`src/design/sensor_pkg.sv`:
```
package sensor_pkg;

	// Polled channels: four temperature sensors, then four light sensors
	localparam int CHANNEL_COUNT = 8;
	localparam int TEMP_CHANNELS = 4; // Channels 0..3 are temperature

	// clk cycles per quarter SCL period
	localparam int QUARTER_BIT = 4;

	typedef logic [$clog2(CHANNEL_COUNT)-1:0] chan_idx_t;
	typedef logic [6:0] i2c_addr_t;

	// First byte off the bus lands in the upper half
	typedef logic [15:0] raw_word_t;

	typedef logic signed [7:0] celsius_t; // Whole degrees
	typedef logic [15:0] lux_t;

	// Slave address per channel, in poll order
	localparam i2c_addr_t SENSOR_ADDR [CHANNEL_COUNT] = '{
		7'h48, // Solar
		7'h49, // Greenhouse
		7'h4A, // Ambient
		7'h4B, // Geothermal
		7'h44, // North
		7'h45, // East
		7'h46, // South
		7'h47  // West
	};

endpackage

```
`src/design/poll_sequencer.sv`:
```
`timescale 1ns/1ns

module poll_sequencer (
	input logic clk,
	input logic rst,
	input logic poll_enable,
	input logic done,
	output logic req,
	output sensor_pkg::i2c_addr_t req_addr,
	output sensor_pkg::chan_idx_t req_chan
);

	import sensor_pkg::*;

	logic credit; // Single request credit toward the bus master
	logic issue;
	chan_idx_t next_chan;

	// done hands the credit back in the same cycle, so the next poll
	// can go out right behind it
	assign issue = (credit || done) && poll_enable;

	always_ff @(posedge clk)
	begin
		if (rst)
		begin
			credit <= 1'b1;
			req <= 1'b0;
			next_chan <= '0;
			req_chan <= '0;
		end
		else
		begin
			req <= issue;
			if (issue)
			begin
				credit <= 1'b0; // Spent on this request
				req_chan <= next_chan;
				next_chan <= next_chan + chan_idx_t'(1); // Wraps after west
			end
			else if (done)
			begin
				credit <= 1'b1;
			end
		end
	end

	// Address follows the registered channel, stable while req is high
	assign req_addr = SENSOR_ADDR[req_chan];

	// Master only finishes what was asked for
	assert property (@(posedge clk) disable iff (rst)
		done |-> !credit);

	// A spent credit cannot fund a second request right behind the first
	assert property (@(posedge clk) disable iff (rst)
		req |=> !req);

endmodule

```
`src/design/i2c_read_master.sv`:
```
`timescale 1ns/1ns

module i2c_read_master (
	input logic clk,
	input logic rst,
	input logic req,
	input sensor_pkg::i2c_addr_t req_addr,
	input sensor_pkg::chan_idx_t req_chan,
	input logic sda_in,
	output logic scl_low,
	output logic sda_low,
	output logic done,
	output logic rd_ack,
	output sensor_pkg::raw_word_t rd_data,
	output sensor_pkg::chan_idx_t rd_chan
);

	import sensor_pkg::*;

	localparam int QCNT_W = (QUARTER_BIT > 1) ? $clog2(QUARTER_BIT) : 1;

	typedef enum logic [2:0] {
		ST_IDLE,
		ST_START,
		ST_ADDR,
		ST_DATA0,
		ST_DATA1,
		ST_STOP
	} state_t;

	state_t state;
	logic [QCNT_W-1:0] qcnt;
	logic [1:0] phase; // Quarter within the current SCL slot
	logic [3:0] bit_cnt; // 0..7 data bits, 8 is the ack slot
	logic [7:0] tx; // Address byte with read bit
	logic quarter_end;
	logic slot_end;
	logic sample_pt;
	logic last_bit;

	assign quarter_end = (qcnt == QCNT_W'(QUARTER_BIT - 1));
	assign slot_end = quarter_end && (phase == 2'd3);
	assign sample_pt = quarter_end && (phase == 2'd1); // Middle of SCL high
	assign last_bit = (bit_cnt == 4'd8);

	always_ff @(posedge clk)
	begin
		if (rst)
		begin
			state <= ST_IDLE;
			qcnt <= '0;
			phase <= 2'd0;
			bit_cnt <= 4'd0;
			done <= 1'b0;
			rd_ack <= 1'b0;
		end
		else
		begin
			done <= 1'b0;
			if (state == ST_IDLE)
			begin
				qcnt <= '0;
				phase <= 2'd0;
				if (req)
				begin
					state <= ST_START;
					rd_ack <= 1'b0;
				end
			end
			else if (quarter_end)
			begin
				qcnt <= '0;
				phase <= phase + 2'd1;
				if (sample_pt && state == ST_ADDR && last_bit)
					rd_ack <= !sda_in; // Slave pulls low to acknowledge
				if (slot_end)
				begin
					case (state)
						ST_START: state <= ST_ADDR;
						ST_ADDR, ST_DATA0, ST_DATA1:
						begin
							bit_cnt <= last_bit ? 4'd0 : bit_cnt + 4'd1;
							if (last_bit)
							begin
								case (state)
									ST_ADDR: state <= rd_ack ? ST_DATA0 : ST_STOP;
									ST_DATA0: state <= ST_DATA1;
									default: state <= ST_STOP;
								endcase
							end
						end
						ST_STOP:
						begin
							state <= ST_IDLE;
							done <= 1'b1;
						end
						default: state <= ST_IDLE;
					endcase
				end
			end
			else
			begin
				qcnt <= qcnt + 1'b1;
			end
		end
	end

	// Shift registers and captured channel
	always_ff @(posedge clk)
	begin
		if (state == ST_IDLE && req)
		begin
			tx <= {req_addr, 1'b1}; // R/W bit set for read
			rd_chan <= req_chan;
		end
		else if (slot_end && state == ST_ADDR && !last_bit)
		begin
			tx <= {tx[6:0], 1'b0};
		end
		if (sample_pt && !last_bit && (state == ST_DATA0 || state == ST_DATA1))
			rd_data <= {rd_data[14:0], sda_in}; // MSB first
	end

	// Bus drive. Data slots hold SCL low in quarters 0 and 3 and
	// change SDA at the start of quarter 0
	always_comb
	begin
		scl_low = 1'b0;
		sda_low = 1'b0;
		case (state)
			ST_START:
			begin
				scl_low = (phase == 2'd3);
				sda_low = (phase >= 2'd2); // SDA falls with SCL high
			end
			ST_ADDR:
			begin
				scl_low = (phase == 2'd0) || (phase == 2'd3);
				sda_low = !last_bit && !tx[7];
			end
			ST_DATA0:
			begin
				scl_low = (phase == 2'd0) || (phase == 2'd3);
				sda_low = last_bit; // Ack the first byte
			end
			ST_DATA1:
			begin
				scl_low = (phase == 2'd0) || (phase == 2'd3); // Nack after last byte
			end
			ST_STOP:
			begin
				scl_low = (phase == 2'd0);
				sda_low = (phase <= 2'd1); // SDA rises with SCL high
			end
			default: ;
		endcase
	end

	// Sequencer waits for done before asking again
	assert property (@(posedge clk) disable iff (rst)
		req |-> state == ST_IDLE);

endmodule

```
`src/design/reading_bank.sv`:
```
`timescale 1ns/1ns

module reading_bank (
	input logic clk,
	input logic rst,
	input logic done,
	input logic rd_ack,
	input sensor_pkg::raw_word_t rd_data,
	input sensor_pkg::chan_idx_t rd_chan,
	output sensor_pkg::celsius_t celsius [sensor_pkg::TEMP_CHANNELS],
	output sensor_pkg::lux_t lux [sensor_pkg::CHANNEL_COUNT - sensor_pkg::TEMP_CHANNELS]
);

	import sensor_pkg::*;

	logic [15:0] lsb_size; // Lux per mantissa step
	lux_t lux_calc;
	logic is_temp;
	logic [1:0] slot; // Position within its sensor group

	// Exponent in the top nibble, 12-bit mantissa below
	assign lsb_size = (16'd1 << rd_data[15:12]) / 16'd100;
	assign lux_calc = lsb_size * lux_t'(rd_data[11:0]); // Kept to 16 bits

	assign is_temp = (rd_chan < chan_idx_t'(TEMP_CHANNELS));
	assign slot = rd_chan[1:0];

	always_ff @(posedge clk)
	begin
		if (rst)
		begin
			for (int i = 0; i < TEMP_CHANNELS; i++)
			begin
				celsius[i] <= '0;
			end
			for (int i = 0; i < CHANNEL_COUNT - TEMP_CHANNELS; i++)
			begin
				lux[i] <= '0;
			end
		end
		else if (done && rd_ack) // Unanswered polls keep the old value
		begin
			if (is_temp)
				celsius[slot] <= celsius_t'(rd_data[15:8]); // Low byte is fraction
			else
				lux[slot] <= lux_calc;
		end
	end

	// Channel captured by the master must be valid at completion
	assert property (@(posedge clk) disable iff (rst)
		done |-> !$isunknown(rd_chan));

endmodule

```
`src/design/sensor_hub_top.sv`:
```
`timescale 1ns/1ns

module sensor_hub_top (
	input logic clk,
	input logic rst,
	input logic poll_enable,
	input logic sda_in,
	output logic scl_low,
	output logic sda_low,
	output sensor_pkg::celsius_t celsius [sensor_pkg::TEMP_CHANNELS],
	output sensor_pkg::lux_t lux [sensor_pkg::CHANNEL_COUNT - sensor_pkg::TEMP_CHANNELS]
);

	import sensor_pkg::*;

	logic req;
	i2c_addr_t req_addr;
	chan_idx_t req_chan;
	logic done; // Also returns the request credit
	logic rd_ack;
	raw_word_t rd_data;
	chan_idx_t rd_chan;

	poll_sequencer seq_i (
		.clk(clk),
		.rst(rst),
		.poll_enable(poll_enable),
		.done(done),
		.req(req),
		.req_addr(req_addr),
		.req_chan(req_chan)
	);

	i2c_read_master master_i (
		.clk(clk),
		.rst(rst),
		.req(req),
		.req_addr(req_addr),
		.req_chan(req_chan),
		.sda_in(sda_in),
		.scl_low(scl_low),
		.sda_low(sda_low),
		.done(done),
		.rd_ack(rd_ack),
		.rd_data(rd_data),
		.rd_chan(rd_chan)
	);

	reading_bank bank_i (
		.clk(clk),
		.rst(rst),
		.done(done),
		.rd_ack(rd_ack),
		.rd_data(rd_data),
		.rd_chan(rd_chan),
		.celsius(celsius),
		.lux(lux)
	);

endmodule

```
`config.mk`:
```
export PLATFORM = sky130hd
export DESIGN_NAME = sensor_hub_top
export DESIGN_NICKNAME = d
export VERILOG_FILES = /design/src/design/sensor_pkg.sv /design/src/design/poll_sequencer.sv /design/src/design/i2c_read_master.sv /design/src/design/reading_bank.sv /design/src/design/sensor_hub_top.sv
export SDC_FILE = /design/constraint.sdc
export NUM_CORES = 1
export LEC_CHECK = 0
export ABC_AREA = 1
export BUFFER_PORTS_ARGS = -buffer_cell sky130_fd_sc_hd__buf_2
export CAP_MARGIN = 20
export CORE_ASPECT_RATIO = 0.5
export CORE_MARGIN = 1
export CORE_UTILIZATION = 41
export CTS_CLUSTER_DIAMETER = 200
export CTS_CLUSTER_SIZE = 10
export DETAILED_ROUTE_END_ITERATION = 7
export PLACE_DENSITY = 0.55
export SYNTH_ARGS = -nofsm -noshare
export SYNTH_HDL_FRONTEND = slang
export SYNTH_SLANG_ARGS = --single-unit
```
`constraint.sdc`:
```
create_clock -name clk -period 14.3 [get_ports clk]
set_clock_uncertainty 0.2 [all_clocks]
set_input_delay 1.43 -clock clk [delete_from_list [all_inputs] [get_ports clk]]
set_output_delay 1.43 -clock clk [all_outputs]
set_load 0.01 [all_outputs]
```
==> summary.md <==
| Metric | Value |
|---|---|
| DR vias | a little over 7,000 |
| Initial DRC Count | about 400 |
| CP max stage delay | ~0.58 ns |
| Tot GR Track Use | a little over a fifth |
| P_leak | approximately 5.1 nW |
| WP data arrival | ~6.3 ns |
| Max Transition Viols Final | 0 |
| Ys async rst share | 0% |
| Overflow after GRT | 0 |
| Clk sinks | between 100 and 150 |
| Synth top cells by count | inv_1 (215), nor2_1 (166), nand2_1 (141), dfxtp_1 (118), o21ai_0 (104) |
| Final setup fails | 0 |
| Synth unique cells | 41 |
| Rel. slew slack | 40.0% |
| EDFF count, synth | 26 |
| Ports | about 100 |
| Worst-path fanout max | 8 |
| Most used cell, CP | inv_1 |
| Peak supply drop | roughly 0.086 mV |
| CTS tree | yes |
| Type of the worst min-delay path | flop to flop |
| Unrepaired setup endpoints after global routing | false |
| Final instance area | 0.0100 mm2 |
| Starting density of the core | 42.0% |
| FF+latch area | roughly 0.0031 mm2 |
| Hpwl dp | between 15,000 and 20,000 um |
| Synthesized cell area | a little under 0.009 mm2 |
| PostCTS Resize Cnt | 0 |
| Die Width | about 210 um |
| CP required | ~14 ns |
| Total power | roughly 0.00092 W |
| Filler cells | around 2,000 |
| Row cnt | 37 |
| Status | finished clean |
| Antenna violations before repair | 0 |
| Pwr dens | between 90 and 100 mW/mm2 |
| Port bufs | about 100 |
| Count of final hold-check violations | 0 |
| Drt wl/cell | around 15 um |
| Final ANT Viol Nets | 0 |
| YS warnings | 0 |
| Critical Path Sink Type | flop |
| Clock root buffer | clkbuf_16 |
| Final Cycle Share | a little over two fifths |
| Cell with the most instances after synthesis | inv_1 |
| Crit Path Category | flop to flop |
| Via-to-Cell Ratio | between 4 and 5 |
| Gpl congestion | about 0.92 |
| Vias in the first global route | a little over 7,000 |
| MaxCap Viol Count | 0 |
| Total CTS buffers | 17 |
| Mean post-synth cell area | slightly above 8 um2 |
| Total wire length | around 22,000 um |
| Share of post-route cells with drive strength above 1 | around an eighth |
| CTS max path bufs | 2 |
| First-pass iteration count of the detailed router | 5 |
| Cts hold-fix bufs | 0 |
| Post-synth top flop | dfxtp_1 |
| Clock-pin slew on the worst setup and hold paths | around 0.06 ns |
| H-tree Lvls | 4 |
| Core ar. | ~0.021 mm2 |
| Area of the die | 0.0218 mm2 |
| Ranking of synthesized cells by area | dfxtp_1 (27%), fa_1 (15%), inv_1 (9.3%) |
| Largest net degree at the start of global routing | 65 |
| Layout Nets | around 1,300 |
| Synthesized flop and latch total | between 100 and 150 |
| Mapped Cells | 1,075 |
| Antenna cells | 0 |
| Post-CTS Setup Repair Bufs | 0 |
| Share of the synthesized area in the top cell type | between 20% and 30% |
| Die H | about 100 um |
| Worst setup SP type | flop |
| Sequential share of the synthesized area | between 30% and 40% |
| Multi-input logic area | between 0.004 and 0.005 mm2 |
| Slowest CP cell | edfxtp_1 |
| Final TNS setup | 0 ns |
| First-pass GRT wire length | 36,800 um |
| Final Critical Period | just over 6 ns |
| Slew @ Worst Pin | 0.900 ns |
| Area after DPL | 0.00941 mm2 |
| Synth area leader | dfxtp_1 |
| Fmax | ~0.16 GHz |
| Insertion delay to the later sink of the worst-skew pair | ~0.43 ns |
| Area Growth Syn to Fin | 15.4% |
| DRC Markers | 0 |
==> worst max-delay path: cells and delay by family, from the launching register on <==
family / cells / cell delay, ns
flip-flops: 1 / 0.58
buffers and inverters: 9 / 0.75
adder cells (fa/ha/maj): 6 / 3.00
AND/OR/NAND/NOR: 10 / 1.55
==> cell type report <==
type                    instances  share of cell area (%)
clock buffers                  23                    5.00
clock inverters                 7                    1.00
inverters                     223                    8.52
multi-input cells             679                    45.4
flip-flops and latches        144                    31.4
well taps                     273                    3.41
repair buffers                104                    5.27
==> report_power, final <==
group	switching, W	total, W	internal (W)
clock network	0.000178	0.000459	0.000282
registers	0.00000271	0.000419	0.000416
logic	0.0000261	0.0000369	0.0000108
total	0.000207	0.000915	0.000709
==> stage by stage <==
step / worst slack, ns / std cells / hold WS [ns] / util, %
final: 8.11 / 1453 / 0.226 / 48.5
after global routing: 7.56 / 1453 / 0.252 / 48.5
after CTS: 8.11 / 1453 / 0.232 / 48.5
after detailed placement: 8.13 / 1423 / 0.223 / 45.6
after global placement: 8.27 / 1423 / 0.213 / 45.6
after floorplan: 8.67 / 1079 / 0.204 / -
==> cells by family (layout without fill, tap and decap cells) <==
group / after synthesis / in the layout / share of synthesized area [%]
simple gates: 368 / 368 / 17.9
buf+inv: 256 / 357 / 11.6
compound gates: 185 / 185 / 11.5
flops: 144 / 144 / 36.2
fa+ha+maj: 112 / 112 / 21.9
xor+xnor: 8 / 8 / 0.807
other cells: 2 / 6 / 0.0865
==> flip-flops by register name (all words and copies together), names as in the netlist, 2 cells and up <==
register          flops
master_i.tx           8
master_i.rd_chan      3
seq_i.next_chan       3
master_i.rd_data     16
master_i.bit_cnt      4
master_i.qcnt         2
bank_i.celsius       32
master_i.phase        2
seq_i.req_chan        3
bank_i.lux           64
master_i.state        3
==> routing by layer <==
metal | up-vias | track usage (%) | wire length [um]
li1 | 3522 | - | -
met1 | 3341 | 30.8 | 11000
met2 | 150 | 32.9 | 9430
met3 | 24 | 5.11 | 1370
met4 | 0 | 6.61 | 278
met5 | - | 0 | 0
==> placed cells by master (no fill, tap or decap), types with 6 or more instances in the layout <==
master / count
inv_1: 214
nor2_1: 166
nand2_1: 141
dfxtp_1: 118
o21ai_0: 104
buf_2: 101
fa_1: 67
a21oi_1: 57
ha_1: 45
nand3_1: 30
edfxtp_1: 26
clkbuf_16: 19
o211ai_1: 10
nor3_1: 9
conb_1: 6
==> path summary, 6_finish.rpt <==
check / from / end / slack (ns) / depth (start not counted)
worst max register to register: master_i.rd_data[12] / bank_i.lux[47] / 8.11 / 25
worst max-delay path: master_i.rd_data[12] / bank_i.lux[47] / 8.11 / 25
worst min-delay path: master_i.qcnt[0] / master_i.qcnt[0] / 0.23 / 1
worst min register to register: master_i.qcnt[0] / master_i.qcnt[0] / 0.23 / 1
No activity file was read; power rests on OpenSTA's default activity.
